### src/design/vga_cfg.svh
// ----------------------------------------------------------------------
// Timing, colour and buffering constants for the 640x480 60 Hz VGA path.
// Include this wherever the counters, colour widths or FIFO depth are used.
// ----------------------------------------------------------------------

`ifndef VGA_CFG_SVH
`define VGA_CFG_SVH

// Horizontal timing in pixel clocks.
`define H_DISPLAY       640
`define H_FRONT_PORCH   16
`define H_SYNC_PULSE    96
`define H_BACK_PORCH    48
`define H_COUNT         800

// Vertical timing in lines.
`define V_DISPLAY       480
`define V_FRONT_PORCH   10
`define V_SYNC_PULSE    2
`define V_BACK_PORCH    33
`define V_COUNT         525

// Counter widths, wide enough for H_COUNT and V_COUNT.
`define H_SIZE          10
`define V_SIZE          10

`define RSIZE           4
`define GSIZE           4
`define BSIZE           4

// Entries between the pattern generator and the sync core.
`define FIFO_DEPTH      16

`endif

### src/design/vga_pkg.sv
// ----------------------------------------------------------------------
// Shared types for the VGA pixel pipeline.
// Compile before any module that names vga_pkg.
// ----------------------------------------------------------------------

`include "vga_cfg.svh"

package vga_pkg;

    // One displayed colour, red in the top bits.
    typedef struct packed {
        logic [`RSIZE-1:0] r;
        logic [`GSIZE-1:0] g;
        logic [`BSIZE-1:0] b;
    } rgb_t;

    // A pixel on the stream. The start-of-frame flag sits above the colour.
    typedef struct packed {
        logic sof;
        rgb_t color;
    } pixel_t;

    // Test patterns the generator can produce.
    typedef enum logic [1:0] {
        PAT_BARS     = 2'd0,
        PAT_CHECKER  = 2'd1,
        PAT_GRADIENT = 2'd2,
        PAT_SOLID    = 2'd3
    } pattern_e;

endpackage

### src/design/pixel_fifo.sv
// ----------------------------------------------------------------------
// First-word-fall-through FIFO for any packed payload. The head entry is
// always on out_data; a read pops it when out_vld and out_rdy are high.
// ----------------------------------------------------------------------

`timescale 1ns/1ps

`include "vga_cfg.svh"

module pixel_fifo #(
    parameter type T = vga_pkg::pixel_t
) (
    input  logic pixel_clk,
    input  logic pixel_rst,
    input  T     in_data,
    input  logic in_vld,
    output logic in_rdy,
    output T     out_data,
    output logic out_vld,
    input  logic out_rdy
);

    localparam int DEPTH = `FIFO_DEPTH;
    localparam int AW    = $clog2(DEPTH);

    T              mem [DEPTH];
    logic [AW-1:0] wr_ptr;
    logic [AW-1:0] rd_ptr;
    logic [AW:0]   count;
    logic          full;
    logic          wr_en;
    logic          rd_en;

    function automatic logic [AW-1:0] next_ptr(input logic [AW-1:0] ptr);
        next_ptr = (ptr == AW'(DEPTH - 1)) ? '0 : ptr + 1'b1;
    endfunction

    assign full     = count == (AW + 1)'(DEPTH);
    assign out_vld  = count != '0;
    assign out_data = mem[rd_ptr];

    // When full, a pop in the same cycle frees the slot being written.
    assign in_rdy = ~full | out_rdy;

    assign wr_en = in_vld & in_rdy;
    assign rd_en = out_vld & out_rdy;

    always_ff @(posedge pixel_clk) begin
        if (wr_en) begin
            mem[wr_ptr] <= in_data;
        end
    end

    always_ff @(posedge pixel_clk) begin
        if (pixel_rst) begin
            wr_ptr <= '0;
            rd_ptr <= '0;
            count  <= '0;
        end else begin
            if (wr_en) begin
                wr_ptr <= next_ptr(wr_ptr);
            end
            if (rd_en) begin
                rd_ptr <= next_ptr(rd_ptr);
            end
            case ({wr_en, rd_en})
                2'b10:   count <= count + 1'b1;
                2'b01:   count <= count - 1'b1;
                default: count <= count;
            endcase
        end
    end

endmodule

### src/design/vga_pattern_gen.sv
// ----------------------------------------------------------------------
// Test pattern source. Emits the active pixels of each frame in raster
// order over a valid/ready link, flagging the first pixel of a frame.
// ----------------------------------------------------------------------

`timescale 1ns/1ps

`include "vga_cfg.svh"

module vga_pattern_gen (
    input  logic              pixel_clk,
    input  logic              pixel_rst,
    input  vga_pkg::pattern_e pattern_sel,
    input  vga_pkg::rgb_t     fg_color,
    output vga_pkg::pixel_t   pix,
    output logic              pix_vld,
    input  logic              pix_rdy
);

    import vga_pkg::*;

    // Eight vertical bars across the active width.
    localparam int BAR_WIDTH = `H_DISPLAY / 8;

    logic [`H_SIZE-1:0] x;
    logic [`V_SIZE-1:0] y;
    logic               xfer;
    logic               sof;
    logic               x_last;
    logic               y_last;
    logic [2:0]         bar_idx;
    pattern_e           pat_q;
    rgb_t               fg_q;
    pattern_e           pat_cur;
    rgb_t               fg_cur;
    rgb_t               color;

    assign xfer   = pix_vld & pix_rdy;
    assign sof    = (x == '0) && (y == '0);
    assign x_last = x == `H_SIZE'(`H_DISPLAY - 1);
    assign y_last = y == `V_SIZE'(`V_DISPLAY - 1);

    always_ff @(posedge pixel_clk) begin
        if (pixel_rst) begin
            x       <= '0;
            y       <= '0;
            pix_vld <= 1'b0;
            pat_q   <= PAT_BARS;
        end else begin
            pix_vld <= 1'b1;
            if (xfer) begin
                if (x_last) begin
                    x <= '0;
                    y <= y_last ? '0 : y + 1'b1;
                end else begin
                    x <= x + 1'b1;
                end
                if (sof) begin
                    pat_q <= pattern_sel;
                end
            end
        end
    end

    always_ff @(posedge pixel_clk) begin
        if (xfer && sof) begin
            fg_q <= fg_color;
        end
    end

    // The first pixel of a frame sees the live inputs, the rest of the
    // frame uses the copy taken when that pixel went out.
    assign pat_cur = sof ? pattern_sel : pat_q;
    assign fg_cur  = sof ? fg_color : fg_q;

    assign bar_idx = 3'(x / BAR_WIDTH);

    always_comb begin
        color = '0;
        case (pat_cur)
            PAT_BARS: begin
                color.r = bar_idx[2] ? '1 : '0;
                color.g = bar_idx[1] ? '1 : '0;
                color.b = bar_idx[0] ? '1 : '0;
            end
            PAT_CHECKER: begin
                color = (x[5] ^ y[5]) ? '1 : '0;
            end
            PAT_GRADIENT: begin
                color.r = x[9:6];
                color.g = y[8:5];
                color.b = x[5:2] ^ y[5:2];
            end
            default: begin
                color = fg_cur;
            end
        endcase
    end

    assign pix.sof   = sof;
    assign pix.color = color;

endmodule

### src/design/vga_sync.sv
// ----------------------------------------------------------------------
// VGA timing core. Runs the h/v counters, drives registered hsync, vsync
// and RGB, and pulls pixels from the stream once it has locked to a frame.
// ----------------------------------------------------------------------

`timescale 1ns/1ps

`include "vga_cfg.svh"

module vga_sync (
    input  logic              pixel_clk,
    input  logic              pixel_rst,
    input  vga_pkg::pixel_t   src_pix,
    input  logic              src_vld,
    output logic              src_rdy,
    output logic [`RSIZE-1:0] vga_r,
    output logic [`GSIZE-1:0] vga_g,
    output logic [`BSIZE-1:0] vga_b,
    output logic              vga_hsync,
    output logic              vga_vsync
);

    typedef enum logic {
        S_SYNC = 1'b0,
        S_DISP = 1'b1
    } state_e;

    localparam int H_SYNC_START = `H_DISPLAY + `H_FRONT_PORCH;
    localparam int H_SYNC_END   = H_SYNC_START + `H_SYNC_PULSE;
    localparam int V_SYNC_START = `V_DISPLAY + `V_FRONT_PORCH;
    localparam int V_SYNC_END   = V_SYNC_START + `V_SYNC_PULSE;

    state_e             state;
    logic [`H_SIZE-1:0] h_counter;
    logic [`V_SIZE-1:0] v_counter;
    logic               h_wrap;
    logic               v_wrap;
    logic               scan_end;
    logic               disp_end;
    logic               h_video_on;
    logic               v_video_on;
    logic               video_on;
    logic               head_sof;
    logic               show_pixel;

    assign h_wrap   = h_counter == `H_SIZE'(`H_COUNT - 1);
    assign v_wrap   = v_counter == `V_SIZE'(`V_COUNT - 1);
    assign scan_end = h_wrap & v_wrap;

    always_ff @(posedge pixel_clk) begin
        if (pixel_rst) begin
            h_counter <= '0;
            v_counter <= '0;
        end else begin
            h_counter <= h_wrap ? '0 : h_counter + 1'b1;
            if (h_wrap) begin
                v_counter <= v_wrap ? '0 : v_counter + 1'b1;
            end
        end
    end

    assign h_video_on = h_counter < `H_SIZE'(`H_DISPLAY);
    assign v_video_on = v_counter < `V_SIZE'(`V_DISPLAY);
    assign video_on   = h_video_on & v_video_on;

    // Last active pixel of the frame.
    assign disp_end = (h_counter == `H_SIZE'(`H_DISPLAY - 1)) &&
                      (v_counter == `V_SIZE'(`V_DISPLAY - 1));

    assign head_sof = src_vld & src_pix.sof;

    // Lock only when a new frame is waiting at the head as the scan wraps.
    always_ff @(posedge pixel_clk) begin
        if (pixel_rst) begin
            state <= S_SYNC;
        end else begin
            case (state)
                S_SYNC: begin
                    if (scan_end && head_sof) begin
                        state <= S_DISP;
                    end
                end
                default: begin
                    if (disp_end) begin
                        state <= S_SYNC;
                    end
                end
            endcase
        end
    end

    // While unlocked, stray pixels from a partial frame are thrown away
    // until a start-of-frame pixel reaches the head.
    always_comb begin
        case (state)
            S_SYNC:  src_rdy = ~src_pix.sof;
            default: src_rdy = video_on;
        endcase
    end

    // Blank everything outside the active area, and whenever no pixel is
    // available during active video.
    assign show_pixel = (state == S_DISP) & video_on & src_vld;

    always_ff @(posedge pixel_clk) begin
        vga_hsync <= (h_counter < `H_SIZE'(H_SYNC_START)) ||
                     (h_counter >= `H_SIZE'(H_SYNC_END));
        vga_vsync <= (v_counter < `V_SIZE'(V_SYNC_START)) ||
                     (v_counter >= `V_SIZE'(V_SYNC_END));
        if (show_pixel) begin
            vga_r <= src_pix.color.r;
            vga_g <= src_pix.color.g;
            vga_b <= src_pix.color.b;
        end else begin
            vga_r <= '0;
            vga_g <= '0;
            vga_b <= '0;
        end
    end

endmodule

### src/design/vga_top.sv
// ----------------------------------------------------------------------
// VGA test pattern top level. Chains the pattern generator, the pixel
// FIFO and the sync core; drive pattern_sel and fg_color to pick output.
// ----------------------------------------------------------------------

`timescale 1ns/1ps

`include "vga_cfg.svh"

module vga_top (
    input  logic              pixel_clk,
    input  logic              pixel_rst,
    input  vga_pkg::pattern_e pattern_sel,
    input  vga_pkg::rgb_t     fg_color,
    output logic [`RSIZE-1:0] vga_r,
    output logic [`GSIZE-1:0] vga_g,
    output logic [`BSIZE-1:0] vga_b,
    output logic              vga_hsync,
    output logic              vga_vsync
);

    import vga_pkg::*;

    // Generator to FIFO.
    pixel_t gen_pix;
    logic   gen_vld;
    logic   gen_rdy;

    // FIFO to sync core.
    pixel_t head_pix;
    logic   head_vld;
    logic   head_rdy;

    vga_pattern_gen u_pattern_gen (
        .pixel_clk   (pixel_clk),
        .pixel_rst   (pixel_rst),
        .pattern_sel (pattern_sel),
        .fg_color    (fg_color),
        .pix         (gen_pix),
        .pix_vld     (gen_vld),
        .pix_rdy     (gen_rdy)
    );

    pixel_fifo #(
        .T (pixel_t)
    ) u_pixel_fifo (
        .pixel_clk (pixel_clk),
        .pixel_rst (pixel_rst),
        .in_data   (gen_pix),
        .in_vld    (gen_vld),
        .in_rdy    (gen_rdy),
        .out_data  (head_pix),
        .out_vld   (head_vld),
        .out_rdy   (head_rdy)
    );

    vga_sync u_vga_sync (
        .pixel_clk (pixel_clk),
        .pixel_rst (pixel_rst),
        .src_pix   (head_pix),
        .src_vld   (head_vld),
        .src_rdy   (head_rdy),
        .vga_r     (vga_r),
        .vga_g     (vga_g),
        .vga_b     (vga_b),
        .vga_hsync (vga_hsync),
        .vga_vsync (vga_vsync)
    );

endmodule

### config.mk
export PLATFORM = sky130hd
export DESIGN_NAME = vga_top
export DESIGN_NICKNAME = d
export VERILOG_FILES = /design/src/design/vga_pkg.sv /design/src/design/pixel_fifo.sv /design/src/design/vga_pattern_gen.sv /design/src/design/vga_sync.sv /design/src/design/vga_top.sv
export VERILOG_INCLUDE_DIRS = /design/src /design/src/design
export SDC_FILE = /design/constraint.sdc
export NUM_CORES = 1
export LEC_CHECK = 0
export ABC_AREA = 1
export BUFFER_PORTS_ARGS = -buffer_cell sky130_fd_sc_hd__buf_4
export CORE_ASPECT_RATIO = 0.6
export CORE_MARGIN = 8
export CORE_UTILIZATION = 59
export CTS_CLUSTER_DIAMETER = 200
export DETAILED_ROUTE_END_ITERATION = 12
export PLACE_DENSITY = 0.76
export SLEW_MARGIN = 0
export SYNTH_ARGS = -nofsm -noshare
export SYNTH_HDL_FRONTEND = slang
export SYNTH_SLANG_ARGS = --single-unit
### constraint.sdc
create_clock -name pixel_clk -period 6.4 [get_ports pixel_clk]
set_input_delay 0.64 -clock pixel_clk [delete_from_list [all_inputs] [get_ports pixel_clk]]
set_output_delay 0.64 -clock pixel_clk [all_outputs]
set_load 0.02 [all_outputs]
==> results of run 1 <==
per-layer routing:
metal | part of all wire | global-route usage
met1 | 0.48 | 0.3380
met2 | 0.40 | 0.2860
met3 | 0.10 | 0.04345
met4 | 0.014 | 0.03315
met5 | 0 | 0
logic make-up (layout without fill, tap and decap cells):
| kind of cell | count (synthesis) | count (layout) | synth area share |
|---|---|---|---|
| muxes | 36 | 36 | 0.02742 |
| DFF | 295 | 295 | 0.6169 |
| AOI/OAI and AO/OA | 280 | 280 | 0.1196 |
| buffers and inverters | 225 | 251 | 0.07159 |
| xor gates and xnor gates | 23 | 23 | 0.01533 |
| adders and majority gates | 19 | 19 | 0.01866 |
| and+or+nand+nor | 378 | 378 | 0.1305 |
flip-flops by register name, indices dropped and copies added, names as in the netlist, named ones only:
name and cells:
u_vga_sync.state 1, u_pixel_fifo.wr_ptr 4, u_pixel_fifo.count 5, u_vga_sync.h_counter 10
u_vga_sync.vga_g 4, u_pattern_gen.pix_vld 1, u_vga_sync.vga_b 4, u_pattern_gen.fg_q 12
u_vga_sync.vga_vsync 1, u_vga_sync.vga_r 4, u_pattern_gen.pat_q 2, u_pattern_gen.y 10
u_pattern_gen.x 10, u_vga_sync.v_counter 10, u_pixel_fifo.rd_ptr 4, u_vga_sync.vga_hsync 1
u_pixel_fifo.mem 208
cell usage in the layout, fill, tap and decap left out, drive strengths merged:
cell type	n
a211oi	27
a21boi	4
a21oi	104
a31oi	3
and2	2
buf	40
bufinv	1
clkbuf	37
clkinv	9
clkinvlp	2
dfxtp	75
edfxtp	220
fa	1
ha	18
inv	162
mux2i	36
nand2	188
nand3	60
nand3b	4
nand4	15
nor2	74
nor3	20
nor3b	2
nor4	9
o211ai	29
o21a	1
o21ai	111
o21bai	1
or2	4
xnor2	3
xor2	20
synth_stat cells (2+ instances only):
master,count,share of area
buf_1,4,0.0011
nor2_1,71,0.020
o21ai_1,3,0.0011
buf_2,16,0.0061
nand3_1,57,0.022
nand2_1,182,0.052
ha_1,18,0.017
o21ai_2,2,0.0013
nor2_4,2,0.0017
a31oi_1,3,0.0014
a211oi_1,27,0.015
o21ai_0,106,0.040
a21boi_1,4,0.0023
edfxtp_1,220,0.50
xnor2_1,3,0.0020
nor3b_1,2,0.0011
nor3_1,20,0.0076
or2_2,4,0.0019
buf_6,6,0.0051
buf_4,7,0.0040
nand4_1,14,0.0067
clkbuf_1,28,0.0080
mux2i_1,36,0.027
o211ai_1,29,0.017
nand3b_1,3,0.0017
inv_1,156,0.045
nor4_1,8,0.0038
dfxtp_1,75,0.11
nand2_2,5,0.0024
nand3_2,2,0.0015
and2_1,2,0.00095
inv_2,4,0.0011
a21oi_1,103,0.039
xor2_1,20,0.013
per-stage QoR:
step	power (uW)	hold slack [ns]	cell area, um^2
2_1_floorplan	2871	0.4300	13140
4_1_cts	4591	0.2927	14310
6_report	4585	0.3034	14310
3_5_place_dp	3103	0.4717	13490
5_1_grt	4774	0.2871	14310
3_3_place_gp	3084	0.4474	13490
area by class of cell:
class                   count  area (um^2)  area share
well taps                 286        357.8     0.02500
flip-flops and latches    295         8113      0.5668
repair buffers             40        300.3     0.02098
multi-input cells         736         4105      0.2868
inverters                 163        615.6     0.04301
clock inverters            11        98.84    0.006906
clock buffers              37        721.9     0.05044
power by group through the flow:
stage | Combinational (uW) | Sequential [uW] | Clock [uW]
6_report | 829 | 2250 | 1510
5_1_grt | 912 | 2260 | 1600
4_1_cts | 820 | 2250 | 1520
3_5_place_dp | 814 | 2290 | 0
3_3_place_gp | 798 | 2290 | 0
2_1_floorplan | 653 | 2220 | 0
worst min path at each step:
stage	to	start	slack, ns
after global placement	u_vga_sync.h_counter[0]	u_vga_sync.h_counter[0]	0.45
final	u_pattern_gen.fg_q[10]	fg_color[10]	0.30
after CTS	u_pattern_gen.fg_q[10]	fg_color[10]	0.29
after global routing	u_pattern_gen.fg_q[8]	fg_color[8]	0.29
after floorplan	u_vga_sync.h_counter[0]	u_vga_sync.h_counter[0]	0.43
after detailed placement	u_vga_sync.h_counter[0]	u_vga_sync.h_counter[0]	0.47
==> impl_metrics.csv, run 1 <==
group,metric,value,unit
clocking,cts.clk_slew.worst_paths,0.06,ns
worst_setup_path,cp_data_arrival_time,4.24,ns
clocking,clkLatencyLatePin,0.54,ns
flow_run,cap_violations,0,
worst_setup_path,r2r_slack,2.30,ns
clocking,post_cts_resized,0,
worst_setup_path,slowest_delay,1.00,ns
worst_setup_path,cp.depth,12,
finish,fin_util,0.6516,
sta,setup_viol_count_final,0,
global_route,grt-ovfl-total,0,
finish,drive_above_1_share,0.08658,
clocking,htree_levels,1,
sta,worst_slack,2.299,ns
worst_setup_path,critPathSlowestCell,"dfxtp_4",
placement,portBuffers,29,
worst_setup_path,cp.required,6.53,ns
routing,drtAntennaViolNets,0,
floorplanning,io_pins,30,
logic_synthesis,ys_seq_area_frac,0.6169,
finish,instances_no_fill,1568,
power_and_ir_drop,max-vdd-ir-drop,0.2936,mV
outcome,status,"finished clean",
logic_synthesis,synth_edf_count,220,
routing,vias,9155,
clocking,cts_buffers,26,
finish,fillers,1701,
logic_synthesis,syn-cell-area,13140,um^2
placement,dp_hpwl,19620,um
global_route,antenna_found_initial,1,
clocking,root_buffer,"clkbuf_16",
sta,rsz0062_at_grt,"no",
placement,gp_congestion,0.8694,
logic_synthesis,postSynthAreaPerCell,10.46,um^2
sta,hold_viol,0,
worst_setup_path,crit_top_cell,"nand3_1",
clocking,clockBufferDepth,3,
worst_setup_path,cp_max_fo,94,
logic_synthesis,ys.flop_type,"edfxtp_1",
finish,nets,1297,
routing,first_iter_violations,1156,
sta,finalMaxSlewViolations,0,
min_path,hold_depth,1,
routing,drc,0,
floorplanning,rows,42,
worst_setup_path,r2r-end,"u_pixel_fifo.mem[4][6]",
sta,tightest_slew,1.285,ns
floorplanning,die_y,131.6,um
clocking,cts_setup_buffers,0,
worst_setup_path,critical_path_buf_inv_count,2,
floorplanning,die_w,208.7,um
routing,vias_per_cell,5.839,
finish,num_antenna_cells,0,
global_route,grt_usage,0.2091,
sta,slew_headroom,0.1401,
clocking,hold_buffers,0,
routing,firstDrtPassIters,6,
sta,period_share,0.6407,
logic_synthesis,ys_ff_latch,295,
logic_synthesis,yosys_warnings,0,
power_and_ir_drop,powerDensity,320.4,nW/um^2
worst_setup_path,worst_setup_path_end_kind,"flop",
global_route,grt_max_degree,95,
logic_synthesis,syn_nets,1291,
floorplanning,core_area,21970,um^2
power_and_ir_drop,power.switching,1331,uW
sta,skew,0.02522,ns
global_route,grt_pass1_vias,8215,
placement,dp.cells,1520,
logic_synthesis,ys_types,48,
floorplanning,initial_utilization,0.5983,
power_and_ir_drop,switching_share,0.2902,
power_and_ir_drop,clkPwrFrac,0.329,
worst_setup_path,worstSetupPathType,"flop to flop",
power_and_ir_drop,comb_power_share,0.181,
power_and_ir_drop,pwr-share-seq,0.490,
sta,fin_crit,4.101,ns
clocking,clock_sinks,295,
power_and_ir_drop,intPower,3254,uW
worst_setup_path,crit_family,"simple AND/OR/NAND/NOR gates",
clocking,cts_tree,"built",
worst_setup_path,crit_end,"u_pixel_fifo.mem[4][6]",
worst_setup_path,crit_chain,"a21oi_1 -> o21ai_0 -> nand3_1 -> nand3_1 -> nand3_1 -> inv_1 -> nor2_1 -> nand3_1 -> nand2_2 -> inv_4 -> nand2_1 -> nor2_1",
routing,routed_wl,29530,um
sta,fmax,243.9,MHz
placement,pre_cts_ws,2.416,ns
worst_setup_path,rr_worst_depth,12,
min_path,min_path_type,"input port to flop",
global_route,grt_pass1_wl,46130,um
logic_synthesis,postSynthCellCount,1256,
worst_setup_path,startpoint_type,"flop",
sta,tns,0,ns
logic_synthesis,async_flop_share,0,
routing,wl_per_cell,18.83,um
finish,area_growth_syn_to_layout,8.902,%
floorplanning,dieArea,27460,um^2
power_and_ir_drop,p_leak,0.005349,uW
Note: power is estimated with default switching activity, not from simulation.
==> inputs of run 2 (changes only) <==
--- a/config.mk
+++ b/config.mk
@@ -10,10 +10,10 @@
 export BUFFER_PORTS_ARGS = -buffer_cell sky130_fd_sc_hd__buf_4
 export CORE_ASPECT_RATIO = 0.6
 export CORE_MARGIN = 8
-export CORE_UTILIZATION = 59
+export CORE_UTILIZATION = 56
 export CTS_CLUSTER_DIAMETER = 200
 export DETAILED_ROUTE_END_ITERATION = 12
-export PLACE_DENSITY = 0.76
+export PLACE_DENSITY = 0.75
 export SLEW_MARGIN = 0
 export SYNTH_ARGS = -nofsm -noshare
 export SYNTH_HDL_FRONTEND = slang
==> constraint.sdc (replaced) <==
create_clock -name pixel_clk -period 3.5 [get_ports pixel_clk]
set_input_delay 0.35 -clock pixel_clk [delete_from_list [all_inputs] [get_ports pixel_clk]]
set_output_delay 0.35 -clock pixel_clk [all_outputs]
set_load 0.02 [all_outputs]
==> run 2 against run 1 <==
Effect of this change: utilization is 0.43 points lower; flip-flop and latch count stayed put; combinational power is 92% higher; die area is 4.8% higher; largest power group unchanged; via count is 3.4% higher; register-to-register slack worse by 2.1 ns; global-route usage is 1.1 points higher; power is 91% higher; clock power is 110% higher; wire length is 6.5% higher; non-clock buffer count is 59 higher; sequential power is 80% higher.
==> impl_metrics.csv, run 2 (synthesis results as in run 1) <==
group,metric,value,unit
global_route,grt_usage,0.2199,
floorplanning,die_w,213.8,um
finish,largest_register_ffs,208,
clocking,root_buffer,"clkbuf_16",
routing,drc,0,
power_and_ir_drop,p_leak,0.005704,uW
floorplanning,dieArea,28790,um^2
finish,top_regs,"u_pixel_fifo.mem (208), u_pattern_gen.fg_q (12)",
finish,fillers,1757,
clocking,cts.clk_slew.worst_paths,0.07,ns
sta,skew,0.01027,ns
finish,drive_above_1_share,0.1186,
routing,vias,9463,
floorplanning,die_y,134.7,um
floorplanning,core_area,23080,um^2
routing,drtAntennaViolNets,0,
floorplanning,initial_utilization,0.5694,
finish,most-common-layout-cells,"220 x edfxtp_1, 182 x nand2_1, 156 x inv_1",
sta,setup_viol_count_final,0,
outcome,status,"finished clean",
floorplanning,rows,43,
global_route,grt_max_degree,62,
clocking,clockBufferDepth,3,
routing,vias_per_cell,5.714,
routing,firstDrtPassIters,6,
routing,routed_wl,31450,um
global_route,grt-ovfl-total,0,
sta,tightest_slew,1.163,ns
placement,dp_hpwl,20440,um
worst_setup_path,startpoint_type,"flop",
power_and_ir_drop,max-vdd-ir-drop,0.4560,mV
sta,hold_viol,0,
placement,dp.cells,1597,
placement,gp_congestion,0.9152,
sta,period_share,0.9438,
worst_setup_path,cp.required,3.61,ns
global_route,grt_pass1_wl,49480,um
routing,first_iter_violations,1185,
worst_setup_path,worst_setup_path_end_kind,"flop",
finish,instances_no_fill,1656,
finish,nets,1356,
sta,fmax,302.7,MHz
floorplanning,io_pins,30,
worst_setup_path,cp_max_fo,16,
sta,finalMaxSlewViolations,0,
global_route,grt_pass1_vias,8829,
global_route,antenna_found_initial,0,
placement,postPlaceCellArea,13890,um^2
finish,largest_register,"u_pixel_fifo.mem",
clocking,htree_levels,1,
routing,wl_per_cell,18.99,um
worst_setup_path,worstSetupPathType,"flop to flop",
clocking,cts_buffers,26,
global_route,grt-busiest-layer,"met1",
flow_run,cap_violations,0,
finish,mostFrequentLayoutCell,"edfxtp_1",
global_route,grt.met3_usage,0.03911,
finish,stdcell_area,14940,um^2
clocking,clock_sinks,295,
finish,num_antenna_cells,0,
clocking,clkLatencyLatePin,0.55,ns
sta,rsz0062_at_grt,"yes",
finish,fin_util,0.6473,
global_route,use_met1,0.3345,
global_route,met2_usage,0.3235,
min_path,min_path_type,"input port to flop",
finish,area_growth_syn_to_layout,13.67,%
sta,slew_headroom,0.2229,
sta,worst_slack,0.1966,ns
power_and_ir_drop,powerDensity,587.3,nW/um^2
worst_setup_path,cp_data_arrival_time,3.41,ns
clocking,cts_tree,"built",
sta,fin_crit,3.303,ns
placement,portBuffers,29,
clocking,cts_setup_buffers,0,
placement,pre_cts_ws,0.2966,ns
run 2: changes by cell type in the layout (fill, tap and decap cells not counted), sizes merged:
cell and delta:
buf +48, dlygate4sd3 +11, bufinv +5, clkbuf -3, clkinv -1, inv -1
run 2: final timing paths:
kind | start | end | slack [ns] | cells past startpoint
worst max register to register | u_pattern_gen.x[7] | u_pixel_fifo.mem[4][2] | 0.20 | 15
worst max-delay path | u_pattern_gen.x[7] | u_pixel_fifo.mem[4][2] | 0.20 | 15
worst min register to register | u_vga_sync.h_counter[0] | u_vga_sync.h_counter[0] | 0.47 | 1
worst min-delay path | fg_color[10] | u_pattern_gen.fg_q[10] | 0.02 | 1
run 2: layer usage:
layer  vias up  wire (um)
met4         0        661
li1       4467          -
met5         -          0
met1      4502      14190
met2       436      13450
met3        58       3145
run 2: layout make-up:
type / count / area [um^2] / share of cell area
clock buffers: 34 / 700.7 / 0.04690
clock inverters: 14 / 239.0 / 0.01600
flip-flops and latches: 295 / 8113 / 0.5430
well taps: 315 / 394.1 / 0.02638
repair buffers: 99 / 783.3 / 0.05243
multi-input cells: 736 / 4094 / 0.2740
inverters: 163 / 615.6 / 0.04121
run 2: critical path, cell delays in order (launching register included):
cell and delay, ns:
dfxtp_1 0.59, nor2_8 0.07, inv_2 0.12, ha_1 0.26, o21ai_2 0.34, nand2_1 0.10
o21ai_1 0.15, nand3_1 0.13, nand2_1 0.13, nand3_2 0.12, nand2_1 0.09, nand2_1 0.05
nand2_1 0.06, nand3_1 0.09, nand2_2 0.11, nand3_1 0.44
run 2: where the power goes:
group	leakage (uW)	switching, uW	internal (uW)
logic	0.00260	1030	557
registers	0.00265	100	3940
clock network	0.000451	1280	1860
run 2: per-stage QoR:
step                      setup TNS [ns]  total power (uW)  hold slack, ns
after floorplan                        0              5251          0.4300
after global placement                 0              5617          0.4433
after detailed placement               0              5670          0.4536
after CTS                              0              8809        0.006775
after global routing              -2.429              9157        0.001158
final                                  0              8773         0.01945
run 2: repair_timing:
item / 4_1_cts / 5_1_grt
resized for setup: 0 / 0
endpoints found under the setup margin: 0 / 48
hold buffers: 11 / 0
hold endpoints to repair: 11 / 0
